$ cat config.mk
export PLATFORM = sky130hd
export DESIGN_NAME = issue_stage
export DESIGN_NICKNAME = d
export VERILOG_FILES = /design/src/rename_pkg.sv /design/src/isa_pkg.sv /design/src/issue_stage.sv /design/src/issue_pipeline.sv /design/src/register_rename.sv /design/src/free_list.sv /design/src/instr_decoder.sv
export SDC_FILE = /design/constraint.sdc
export NUM_CORES = 2
export LEC_CHECK = 0
export BUFFER_PORTS_ARGS = -buffer_cell sky130_fd_sc_hd__buf_2
export CAP_MARGIN = 30
export CORE_MARGIN = 5
export CORE_UTILIZATION = 30
export DETAILED_ROUTE_END_ITERATION = 7
export GPL_TIMING_DRIVEN = 0
export PLACE_DENSITY_LB_ADDON = 0.2
export SLEW_MARGIN = 20
export SYNTH_ARGS = -nofsm -noshare
export SYNTH_HDL_FRONTEND = slang
export SYNTH_HIERARCHICAL = 1
export SYNTH_SLANG_ARGS = --single-unit
$ cat constraint.sdc
create_clock -name clk -period 9.95 [get_ports clk]
set_clock_uncertainty 0.2 [all_clocks]
set_input_delay 0.4975 -clock clk [delete_from_list [all_inputs] [get_ports clk]]
set_output_delay 0.4975 -clock clk [all_outputs]
set_load 0.01 [all_outputs]
$ cat src/rename_pkg.sv
package rename_pkg;

    // ==============================
    // Superscalar group width
    // ==============================
    localparam int LANES = 3;

    // ==============================
    // Register file sizes
    // ==============================
    localparam int ARCH_REGS = 32;
    localparam int PHYS_REGS = 64;

    localparam int ARCH_W = $clog2(ARCH_REGS);
    localparam int PHYS_W = $clog2(PHYS_REGS);

    // Physical registers not mapped after reset
    localparam int FREE_REGS = PHYS_REGS - ARCH_REGS;

    // Holds 0 up to FREE_REGS inclusive
    localparam int FREE_CNT_W = $clog2(FREE_REGS + 1);

endpackage

$ cat src/isa_pkg.sv
package isa_pkg;

    // ==============================
    // Base ISA widths and opcodes
    // ==============================
    localparam int XLEN = 32;

    localparam logic [6:0] OP_REG    = 7'b0110011;
    localparam logic [6:0] OP_IMM    = 7'b0010011;
    localparam logic [6:0] OP_LOAD   = 7'b0000011;
    localparam logic [6:0] OP_STORE  = 7'b0100011;
    localparam logic [6:0] OP_BRANCH = 7'b1100011;
    localparam logic [6:0] OP_JAL    = 7'b1101111;
    localparam logic [6:0] OP_JALR   = 7'b1100111;
    localparam logic [6:0] OP_LUI    = 7'b0110111;
    localparam logic [6:0] OP_AUIPC  = 7'b0010111;

    // ==============================
    // Operation classes
    // ==============================
    localparam int CLASS_W = 3;

    localparam logic [CLASS_W-1:0] CLS_ALU     = 3'd0;
    localparam logic [CLASS_W-1:0] CLS_ALU_IMM = 3'd1;
    localparam logic [CLASS_W-1:0] CLS_LOAD    = 3'd2;
    localparam logic [CLASS_W-1:0] CLS_STORE   = 3'd3;
    localparam logic [CLASS_W-1:0] CLS_BRANCH  = 3'd4;
    localparam logic [CLASS_W-1:0] CLS_JUMP    = 3'd5;
    localparam logic [CLASS_W-1:0] CLS_UPPER   = 3'd6;
    localparam logic [CLASS_W-1:0] CLS_ILLEGAL = 3'd7;

    // Two views of the same instruction word
    typedef union packed {
        struct packed {
            logic [6:0] funct7;
            logic [4:0] rs2;
            logic [4:0] rs1;
            logic [2:0] funct3;
            logic [4:0] rd;
            logic [6:0] opcode;
        } r;
        struct packed {
            logic [11:0] imm12;
            logic [4:0]  rs1;
            logic [2:0]  funct3;
            logic [4:0]  rd;
            logic [6:0]  opcode;
        } i;
    } instr_u;

endpackage
$ cat src/issue_stage.sv
`timescale 1ns/100ps

module issue_stage (
    input  logic                                                   clk,
    input  logic                                                   reset,
    input  logic [rename_pkg::LANES-1:0][isa_pkg::XLEN-1:0]        instr_i,
    input  logic [rename_pkg::LANES-1:0][isa_pkg::XLEN-1:0]        pc_i,
    input  logic [rename_pkg::LANES-1:0]                           decode_valid_i,
    input  logic [rename_pkg::LANES-1:0]                           dispatch_ready_i,
    input  logic                                                   flush_i,
    input  logic                                                   bubble_i,
    input  logic [rename_pkg::LANES-1:0]                           commit_valid_i,
    input  logic [rename_pkg::LANES-1:0][rename_pkg::PHYS_W-1:0]   commit_phys_i,
    output logic                                                   decode_ready_o,
    output logic [rename_pkg::LANES-1:0]                           issue_valid_o,
    output logic [rename_pkg::LANES-1:0][isa_pkg::CLASS_W-1:0]     class_o,
    output logic [rename_pkg::LANES-1:0]                           writes_rd_o,
    output logic [rename_pkg::LANES-1:0][isa_pkg::XLEN-1:0]        immediate_o,
    output logic [rename_pkg::LANES-1:0][rename_pkg::PHYS_W-1:0]   rs1_phys_o,
    output logic [rename_pkg::LANES-1:0][rename_pkg::PHYS_W-1:0]   rs2_phys_o,
    output logic [rename_pkg::LANES-1:0][rename_pkg::PHYS_W-1:0]   rd_phys_o,
    output logic [rename_pkg::LANES-1:0][rename_pkg::ARCH_W-1:0]   rd_arch_o,
    output logic [rename_pkg::LANES-1:0][isa_pkg::XLEN-1:0]        pc_o
);

    import isa_pkg::*;
    import rename_pkg::*;

    // Decoder results per lane
    logic [LANES-1:0][CLASS_W-1:0]  dec_class;
    logic [LANES-1:0]               dec_writes;
    logic [LANES-1:0][ARCH_W-1:0]   dec_rs1;
    logic [LANES-1:0][ARCH_W-1:0]   dec_rs2;
    logic [LANES-1:0][ARCH_W-1:0]   dec_rd;
    logic [LANES-1:0][XLEN-1:0]     dec_imm;

    // Renamed registers
    logic [LANES-1:0][PHYS_W-1:0]   ren_rs1;
    logic [LANES-1:0][PHYS_W-1:0]   ren_rs2;
    logic [LANES-1:0][PHYS_W-1:0]   ren_rd;

    logic                           stage_ready;
    logic                           accept;

    // ==============================
    // Decoders
    // ==============================
    for (genvar k = 0; k < LANES; k++) begin : g_dec
        instr_decoder u_dec (
            .instr_i     (instr_i[k]),
            .class_o     (dec_class[k]),
            .writes_rd_o (dec_writes[k]),
            .rs1_o       (dec_rs1[k]),
            .rs2_o       (dec_rs2[k]),
            .rd_o        (dec_rd[k]),
            .immediate_o (dec_imm[k])
        );
    end

    // ==============================
    // Rename and issue
    // ==============================
    register_rename u_rename (
        .clk            (clk),
        .reset          (reset),
        .decode_valid_i (decode_valid_i),
        .stage_ready_i  (stage_ready),
        .class_i        (dec_class),
        .writes_rd_i    (dec_writes),
        .rs1_i          (dec_rs1),
        .rs2_i          (dec_rs2),
        .rd_i           (dec_rd),
        .commit_valid_i (commit_valid_i),
        .commit_phys_i  (commit_phys_i),
        .decode_ready_o (decode_ready_o),
        .accept_o       (accept),
        .rs1_phys_o     (ren_rs1),
        .rs2_phys_o     (ren_rs2),
        .rd_phys_o      (ren_rd)
    );

    issue_pipeline u_issue (
        .clk              (clk),
        .reset            (reset),
        .flush_i          (flush_i),
        .bubble_i         (bubble_i),
        .dispatch_ready_i (dispatch_ready_i),
        .accept_i         (accept),
        .decode_valid_i   (decode_valid_i),
        .class_i          (dec_class),
        .writes_rd_i      (dec_writes),
        .immediate_i      (dec_imm),
        .rd_arch_i        (dec_rd),
        .pc_i             (pc_i),
        .rs1_phys_i       (ren_rs1),
        .rs2_phys_i       (ren_rs2),
        .rd_phys_i        (ren_rd),
        .stage_ready_o    (stage_ready),
        .issue_valid_o    (issue_valid_o),
        .class_o          (class_o),
        .writes_rd_o      (writes_rd_o),
        .immediate_o      (immediate_o),
        .rs1_phys_o       (rs1_phys_o),
        .rs2_phys_o       (rs2_phys_o),
        .rd_phys_o        (rd_phys_o),
        .rd_arch_o        (rd_arch_o),
        .pc_o             (pc_o)
    );

endmodule

$ cat src/issue_pipeline.sv
`timescale 1ns/100ps

module issue_pipeline (
    input  logic                                                   clk,
    input  logic                                                   reset,
    input  logic                                                   flush_i,
    input  logic                                                   bubble_i,
    input  logic [rename_pkg::LANES-1:0]                           dispatch_ready_i,
    input  logic                                                   accept_i,
    input  logic [rename_pkg::LANES-1:0]                           decode_valid_i,
    input  logic [rename_pkg::LANES-1:0][isa_pkg::CLASS_W-1:0]     class_i,
    input  logic [rename_pkg::LANES-1:0]                           writes_rd_i,
    input  logic [rename_pkg::LANES-1:0][isa_pkg::XLEN-1:0]        immediate_i,
    input  logic [rename_pkg::LANES-1:0][rename_pkg::ARCH_W-1:0]   rd_arch_i,
    input  logic [rename_pkg::LANES-1:0][isa_pkg::XLEN-1:0]        pc_i,
    input  logic [rename_pkg::LANES-1:0][rename_pkg::PHYS_W-1:0]   rs1_phys_i,
    input  logic [rename_pkg::LANES-1:0][rename_pkg::PHYS_W-1:0]   rs2_phys_i,
    input  logic [rename_pkg::LANES-1:0][rename_pkg::PHYS_W-1:0]   rd_phys_i,
    output logic                                                   stage_ready_o,
    output logic [rename_pkg::LANES-1:0]                           issue_valid_o,
    output logic [rename_pkg::LANES-1:0][isa_pkg::CLASS_W-1:0]     class_o,
    output logic [rename_pkg::LANES-1:0]                           writes_rd_o,
    output logic [rename_pkg::LANES-1:0][isa_pkg::XLEN-1:0]        immediate_o,
    output logic [rename_pkg::LANES-1:0][rename_pkg::PHYS_W-1:0]   rs1_phys_o,
    output logic [rename_pkg::LANES-1:0][rename_pkg::PHYS_W-1:0]   rs2_phys_o,
    output logic [rename_pkg::LANES-1:0][rename_pkg::PHYS_W-1:0]   rd_phys_o,
    output logic [rename_pkg::LANES-1:0][rename_pkg::ARCH_W-1:0]   rd_arch_o,
    output logic [rename_pkg::LANES-1:0][isa_pkg::XLEN-1:0]        pc_o
);

    // A new group needs every lane drained and no flush or bubble pending
    assign stage_ready_o = (&dispatch_ready_i) && !flush_i && !bubble_i;

    // ==============================
    // Issue registers
    // ==============================
    always_ff @(posedge clk or negedge reset) begin
        if (!reset) begin
            issue_valid_o <= '0;
            class_o       <= '0;
            writes_rd_o   <= '0;
            immediate_o   <= '0;
            rs1_phys_o    <= '0;
            rs2_phys_o    <= '0;
            rd_phys_o     <= '0;
            rd_arch_o     <= '0;
            pc_o          <= '0;
        end else if (flush_i || bubble_i) begin
            issue_valid_o <= '0;
        end else if (accept_i) begin
            issue_valid_o <= decode_valid_i;
            class_o       <= class_i;
            writes_rd_o   <= writes_rd_i;
            immediate_o   <= immediate_i;
            rs1_phys_o    <= rs1_phys_i;
            rs2_phys_o    <= rs2_phys_i;
            rd_phys_o     <= rd_phys_i;
            rd_arch_o     <= rd_arch_i;
            pc_o          <= pc_i;
        end else begin
            // Stalled lanes keep their contents for dispatch
            issue_valid_o <= issue_valid_o & ~dispatch_ready_i;
        end
    end

endmodule

$ cat src/register_rename.sv
`timescale 1ns/100ps

module register_rename (
    input  logic                                                   clk,
    input  logic                                                   reset,
    input  logic [rename_pkg::LANES-1:0]                           decode_valid_i,
    input  logic                                                   stage_ready_i,
    input  logic [rename_pkg::LANES-1:0][isa_pkg::CLASS_W-1:0]     class_i,
    input  logic [rename_pkg::LANES-1:0]                           writes_rd_i,
    input  logic [rename_pkg::LANES-1:0][rename_pkg::ARCH_W-1:0]   rs1_i,
    input  logic [rename_pkg::LANES-1:0][rename_pkg::ARCH_W-1:0]   rs2_i,
    input  logic [rename_pkg::LANES-1:0][rename_pkg::ARCH_W-1:0]   rd_i,
    input  logic [rename_pkg::LANES-1:0]                           commit_valid_i,
    input  logic [rename_pkg::LANES-1:0][rename_pkg::PHYS_W-1:0]   commit_phys_i,
    output logic                                                   decode_ready_o,
    output logic                                                   accept_o,
    output logic [rename_pkg::LANES-1:0][rename_pkg::PHYS_W-1:0]   rs1_phys_o,
    output logic [rename_pkg::LANES-1:0][rename_pkg::PHYS_W-1:0]   rs2_phys_o,
    output logic [rename_pkg::LANES-1:0][rename_pkg::PHYS_W-1:0]   rd_phys_o
);

    import isa_pkg::*;
    import rename_pkg::*;

    // x0 stays mapped to physical 0 since no lane ever writes it
    logic [PHYS_W-1:0]               rat_q [ARCH_REGS];
    logic [LANES-1:0]                lane_wr;
    logic [LANES-1:0]                pop;
    logic [LANES-1:0][PHYS_W-1:0]    head_phys;
    logic [FREE_CNT_W-1:0]           free_cnt;

    // Illegal lanes never allocate
    always_comb begin
        for (int k = 0; k < LANES; k++) begin
            lane_wr[k] = decode_valid_i[k] && writes_rd_i[k] && (class_i[k] != CLS_ILLEGAL);
        end
    end

    // ==============================
    // Group acceptance
    // ==============================
    assign decode_ready_o = stage_ready_i && (free_cnt >= FREE_CNT_W'(LANES));
    assign accept_o       = decode_ready_o && (|decode_valid_i);
    assign pop            = accept_o ? lane_wr : '0;

    // ==============================
    // Allocation and forwarding
    // ==============================
    always_comb begin
        logic [1:0] alloc_idx;
        alloc_idx = '0;
        for (int k = 0; k < LANES; k++) begin
            rd_phys_o[k] = '0;
            if (lane_wr[k]) begin
                rd_phys_o[k] = head_phys[alloc_idx];
                alloc_idx    = alloc_idx + 2'd1;
            end
            rs1_phys_o[k] = rat_q[rs1_i[k]];
            rs2_phys_o[k] = rat_q[rs2_i[k]];
            // Youngest older writer in the group overrides the table
            for (int j = 0; j < k; j++) begin
                if (lane_wr[j] && (rd_i[j] == rs1_i[k])) begin
                    rs1_phys_o[k] = rd_phys_o[j];
                end
                if (lane_wr[j] && (rd_i[j] == rs2_i[k])) begin
                    rs2_phys_o[k] = rd_phys_o[j];
                end
            end
        end
    end

    // Later lanes win on the same rd
    always_ff @(posedge clk or negedge reset) begin
        if (!reset) begin
            for (int r = 0; r < ARCH_REGS; r++) begin
                rat_q[r] <= PHYS_W'(r);
            end
        end else if (accept_o) begin
            for (int k = 0; k < LANES; k++) begin
                if (lane_wr[k]) begin
                    rat_q[rd_i[k]] <= rd_phys_o[k];
                end
            end
        end
    end

    free_list u_free_list (
        .clk         (clk),
        .reset       (reset),
        .pop_i       (pop),
        .push_i      (commit_valid_i),
        .push_phys_i (commit_phys_i),
        .head_phys_o (head_phys),
        .count_o     (free_cnt)
    );

endmodule

$ cat src/free_list.sv
`timescale 1ns/100ps

module free_list (
    input  logic                                                  clk,
    input  logic                                                  reset,
    input  logic [rename_pkg::LANES-1:0]                          pop_i,
    input  logic [rename_pkg::LANES-1:0]                          push_i,
    input  logic [rename_pkg::LANES-1:0][rename_pkg::PHYS_W-1:0]  push_phys_i,
    output logic [rename_pkg::LANES-1:0][rename_pkg::PHYS_W-1:0]  head_phys_o,
    output logic [rename_pkg::FREE_CNT_W-1:0]                     count_o
);

    import rename_pkg::*;

    logic [PHYS_W-1:0]                      entries_q [FREE_REGS];
    // One extra bit so that full and empty differ
    logic [FREE_CNT_W-1:0]                  head_q;
    logic [FREE_CNT_W-1:0]                  tail_q;
    logic [FREE_CNT_W-1:0]                  pop_cnt;
    logic [FREE_CNT_W-1:0]                  push_cnt;
    logic [LANES-1:0][FREE_CNT_W-2:0]       push_addr;

    assign count_o = tail_q - head_q;

    // Next free registers in FIFO order
    always_comb begin
        for (int k = 0; k < LANES; k++) begin
            head_phys_o[k] = entries_q[head_q[FREE_CNT_W-2:0] + (FREE_CNT_W-1)'(k)];
        end
    end

    // Pushes are packed behind the tail in lane order
    always_comb begin
        pop_cnt  = '0;
        push_cnt = '0;
        for (int k = 0; k < LANES; k++) begin
            push_addr[k] = tail_q[FREE_CNT_W-2:0] + push_cnt[FREE_CNT_W-2:0];
            pop_cnt      = pop_cnt + FREE_CNT_W'(pop_i[k]);
            push_cnt     = push_cnt + FREE_CNT_W'(push_i[k]);
        end
    end

    // ==============================
    // Buffer and pointers
    // ==============================
    always_ff @(posedge clk or negedge reset) begin
        if (!reset) begin
            for (int i = 0; i < FREE_REGS; i++) begin
                entries_q[i] <= PHYS_W'(ARCH_REGS + i);
            end
            head_q <= '0;
            tail_q <= FREE_CNT_W'(FREE_REGS);
        end else begin
            for (int k = 0; k < LANES; k++) begin
                if (push_i[k]) begin
                    entries_q[push_addr[k]] <= push_phys_i[k];
                end
            end
            head_q <= head_q + pop_cnt;
            tail_q <= tail_q + push_cnt;
        end
    end

endmodule

$ cat src/instr_decoder.sv
`timescale 1ns/100ps

module instr_decoder (
    input  isa_pkg::instr_u                 instr_i,
    output logic [isa_pkg::CLASS_W-1:0]     class_o,
    output logic                            writes_rd_o,
    output logic [rename_pkg::ARCH_W-1:0]   rs1_o,
    output logic [rename_pkg::ARCH_W-1:0]   rs2_o,
    output logic [rename_pkg::ARCH_W-1:0]   rd_o,
    output logic [isa_pkg::XLEN-1:0]        immediate_o
);

    import isa_pkg::*;

    logic uses_imm12;

    // Register fields sit at the same place in every format
    assign rs1_o = instr_i.r.rs1;
    assign rs2_o = instr_i.r.rs2;
    assign rd_o  = instr_i.r.rd;

    // ==============================
    // Opcode to class
    // ==============================
    always_comb begin
        case (instr_i.r.opcode)
            OP_REG:           class_o = CLS_ALU;
            OP_IMM:           class_o = CLS_ALU_IMM;
            OP_LOAD:          class_o = CLS_LOAD;
            OP_STORE:         class_o = CLS_STORE;
            OP_BRANCH:        class_o = CLS_BRANCH;
            OP_JAL, OP_JALR:  class_o = CLS_JUMP;
            OP_LUI, OP_AUIPC: class_o = CLS_UPPER;
            default:          class_o = CLS_ILLEGAL;
        endcase
    end

    // Writes to x0 are dropped here so rename never allocates for them
    always_comb begin
        case (class_o)
            CLS_ALU, CLS_ALU_IMM, CLS_LOAD, CLS_JUMP, CLS_UPPER: begin
                writes_rd_o = (instr_i.r.rd != '0);
            end
            default: begin
                writes_rd_o = 1'b0;
            end
        endcase
    end

    // ==============================
    // I-format immediate
    // ==============================
    assign uses_imm12 = (class_o == CLS_ALU_IMM) || (class_o == CLS_LOAD) ||
                        (instr_i.i.opcode == OP_JALR);

    assign immediate_o = uses_imm12 ?
                         {{(XLEN-12){instr_i.i.imm12[11]}}, instr_i.i.imm12} : '0;

endmodule

==> key figures <==
Run status
  – Run status: complete, no violations

STA
  – Worst path setup slack after routing: 2.33 ns
  – Pin slew with the least headroom to its limit: 1.17 ns
  – Setup Total Neg Slack: 0 ns
  – Final hold vios: 0
  – Worst max-slew margin expressed relative to the limit: 22.2%
  – Total count of max-transition violations in the final report: 0
  – Min Tclk post-route: 7.62 ns
  – Post-route worst hold slack: 0.0501 ns
  – Fraction of the cycle the final worst path needs: 76.6%
  – Max Fclk: 131 MHz
  – Final setup vio count: 0
  – Setup repair after global routing missed its margin: false

GRT
  – Total GRT Usage: 32.4%
  – Overflow after GRT: 0
  – Number of global-route vias before repair: 48,900
  – Wire length of the first global-routing pass: 419 mm
  – Pin count of the biggest net entering global routing: 90
  – Number of antenna violations at the first check in global routing: 32

Setup path
  – Critical Path Start Type: flop
  – Crit path capture type: flop
  – Critical path cell sequence: buf_2 > buf_2 > inv_2 > buf_1 > buf_6 > ha_1 > nor2b_1 > o21ai_0 > a21boi_0 > o211ai_1 > nand3_1 > nor4_1 > a21boi_0 > o31ai_2 > buf_4 > clkbuf_1 > clkbuf_1 > nor2_1 > fa_1 > ha_1 > inv_1 > fa_1 > nor3_1 > xnor2_1
  – Type of the setup path with the least slack: reg -> reg
  – Largest driver fanout on the critical path: 10
  – CP max-delay cell: nor3_1
  – Data required time of the critical path: 10.32 ns
  – Crit path largest cell delay: 0.67 ns
  – Arrival time at the worst endpoint: 7.99 ns

Route
  – Residual DRC: 0
  – Drt via density: 6.41
  – Post-DRT Antenna Nets: 0
  – DRT iter0 DRCs: 7,499
  – Pre-Repair DR Iteration Count: 7
  – DR vias: 51,300
  – Wirelength per Cell: 39.0 um
  – Total detailed-routing wirelength: 312 mm

Logic synthesis
  – Share of synthesized registers carrying an async set or reset: 100%
  – Area of the mapped netlist: 52,800 um2
  – Proportion of synthesized chip area in sequential cells: 32.3%
  – Primary FF master, synth: dfrtp_1
  – Syn_nets: 5,028
  – Count of unique library cells instantiated by Yosys: 97
  – Synth warnings: 6
  – Flop and latch count out of synthesis: 672
  – Syn Inst Count: 4,784
  – Mean Syn Cell Area: 11.0 um2
  – Number of flops mapped to enable cells by yosys: 0

Pwr
  – Internal Dissipation: 0.00735 W
  – Leakage power: 26.8 nW
  – Net switching fraction of the power: 42.1%
  – Combinational Power Share: 38.2%
  – Tot Pwr: 0.0127 W
  – Part of the power in registers: 34.1%
  – Relative contribution of the clock network to total power: 27.7%
  – Power spent charging and discharging nets: 0.00535 W
  – Power density relative to cell area: 199 nW/um2
  – VDD IR max: 0.220 mV

Job
  – Max-cap violations: 0

Cells and area
  – Layout overhead on the synthesized area: 21.0%
  – Post-Layout Cell Count: 7,997
  – Fraction of final layout cells sized beyond drive strength 1: 38.8%
  – Total Nets Final: 5,809
  – Fill cells: 17,500

Placement
  – Number of placed cells counting well taps: 7,652
  – DP Worst Slack: 1.93 ns
  – Detailed placement HPWL: 238 mm
  – Count of port buffers added during placement: 469
  – GP Congestion: 1.06

Floorplan
  – Die footprint: 184,000 um2
  – Overall die height: 429 um
  – Horizontal extent of the die: 429 um
  – Area of the core: 176,000 um2
  – Rows: 154
  – Starting Density: 30.1%
  – Io pins: 500

Clocking
  – Clock-pin slew on the worst setup and hold paths: 0.07 ns
  – Clk sink count: 672
  – CTS buffer count: 86
  – Clk_lat worst skew: 0.73 ns
  – Library cell used as clock root buffer: clkbuf_16
  – Number of levels in the clock H-tree: 3
  – Number of buffers inserted to repair setup after CTS: 0
  – TritonCTS clock tree: done
  – Buffer depth of the longest clock path: 3

Min path
  – Path category of the worst min-delay check: in -> reg
[cell families after synthesis]
kind of cell,synth area share [%]
compound gates,15.2
xor+xnor,0.796
fa+ha+maj,0.583
buf+inv,5.86
flops,32.3
mux,36.1
simple gates,9.13
[worst paths after layout]
kind | start | endpoint | slack (ns) | depth (start not counted)
min in group asynchronous | reset | u_issue/rs2_phys_o[2] | 0.22 | 3
worst min-delay path | instr_i[58] | u_issue/immediate_o[38] | 0.05 | 3
max in group asynchronous | reset | u_rename/u_free_list/entries_q[59] | 7.94 | 5
worst max register to register | u_rename/u_free_list/head_q[1] | u_rename/u_free_list/head_q[4] | 2.33 | 24
worst max-delay path | u_rename/u_free_list/head_q[1] | u_rename/u_free_list/head_q[4] | 2.33 | 24
worst min register to register | u_rename/u_free_list/head_q[5] | u_rename/u_free_list/head_q[5] | 0.29 | 1
[cell usage in the layout, fill, tap and decap left out, types with 138 or more instances in the layout]
cell type and count:
clkbuf_1 240, o221ai_1 155, mux2_2 449, nor2_1 338, buf_4 138, o21ai_0 295, buf_2 594, a21oi_1 223
dfrtp_1 479, dlygate4sd3_1 158, nand2_1 323, mux4_2 441, a22o_1 144, mux2i_1 404, dfstp_2 193
[flip-flops by register name, indices dropped and copies added, names as in the netlist]
register,flops
u_issue/class_o,9
u_issue/immediate_o,96
u_issue/issue_valid_o,3
u_issue/pc_o,96
u_issue/rd_arch_o,15
u_issue/rd_phys_o,18
u_issue/rs1_phys_o,18
u_issue/rs2_phys_o,18
u_issue/writes_rd_o,3
u_rename/rat_q,192
u_rename/u_free_list/entries_q,192
u_rename/u_free_list/head_q,6
u_rename/u_free_list/tail_q,6
[metal layers]
layer  track usage [%]  share of wire (%)  up-vias
met3              10.0                 11     1025
met2              48.2                 43     3958
li1                  -                  -    20100
met1              40.4                 37    26200
met5                 0              0.020        -
met4              21.5                8.6       10
[through the flow]
step                      area (um2)  util (%)
after global placement         58100      33.1
after floorplan                52800         -
final                          63900      36.4
after CTS                      63800      36.3
after global routing           63800      36.4
after detailed placement       59100      33.6
[worst max-delay path: cells and delay by family (launching register included)]
kind	cells	cell delay [ns]
buffers and inverters	9	2.78
and+or+nand+nor	5	1.47
adders and majority gates	4	1.41
AOI/OAI and AO/OA	5	0.99
DFF	1	0.49
xor gates and xnor gates	1	0.13
[power groups by stage]
| stage | logic [W] | clock network, W | registers, W |
|---|---|---|---|
| after floorplan | 0.00273 | 0 | 0.00379 |
| after global placement | 0.00447 | 0 | 0.00425 |
| after detailed placement | 0.00462 | 0 | 0.00428 |
| after CTS | 0.00469 | 0.00359 | 0.00423 |
| after global routing | 0.00501 | 0.00368 | 0.00432 |
| final | 0.00485 | 0.00352 | 0.00434 |
[what timing repair did]
item,CTS,global route
endpoints found under the hold margin,237,0
gates resized for setup,0,0
hold buffers,158,0
[synth_stat cells (all sizes together), types with 7 or more instances]
library cell | number | area, um2
xor2 | 24 | 210
mux2i | 406 | 4060
nand2b | 32 | 230
clkbuf | 241 | 910
a22oi | 13 | 97.6
nand3b | 8 | 60.1
o21ai | 306 | 1530
nor3 | 31 | 205
o211ai | 20 | 150
a21boi | 7 | 90.1
ha | 15 | 188
nor2b | 17 | 106
a22o | 144 | 1260
a32o | 11 | 110
nor4 | 25 | 169
nand4 | 11 | 68.8
mux4 | 441 | 9930
a221o | 50 | 500
and3 | 15 | 98.8
nand3 | 25 | 130
inv | 32 | 120
o22a | 8 | 70.1
nor2 | 386 | 1530
a21o | 51 | 383
a211oi | 17 | 183
nor4b | 7 | 80.1
a221oi | 63 | 552
xnor2 | 24 | 210
buf | 316 | 2050
or4 | 8 | 71.3
nand2 | 323 | 1210
or3 | 10 | 77.6
or2 | 12 | 75.1
o221ai | 155 | 1360
nand4b | 7 | 61.3
a21oi | 223 | 1120
dfrtp | 479 | 12000
o22ai | 45 | 288
mux2 | 451 | 5080
dfstp | 193 | 5070
and2 | 66 | 413
[cell type report]
class / instances / area [um2] / share of cell area [%]
sequential: 672 / 17100 / 26.7
timing repair buffer: 693 / 4840 / 7.57
tap: 2340 / 2930 / 4.58
buffer: 557 / 2990 / 4.68
inverter: 34 / 128 / 0.200
clock buffer: 122 / 2500 / 3.91
multi-input combinational: 3521 / 32800 / 51.3
antenna: 19 / 47.5 / 0.0744
clock inverter: 39 / 622 / 0.973
(Power assumes the default switching activity.)
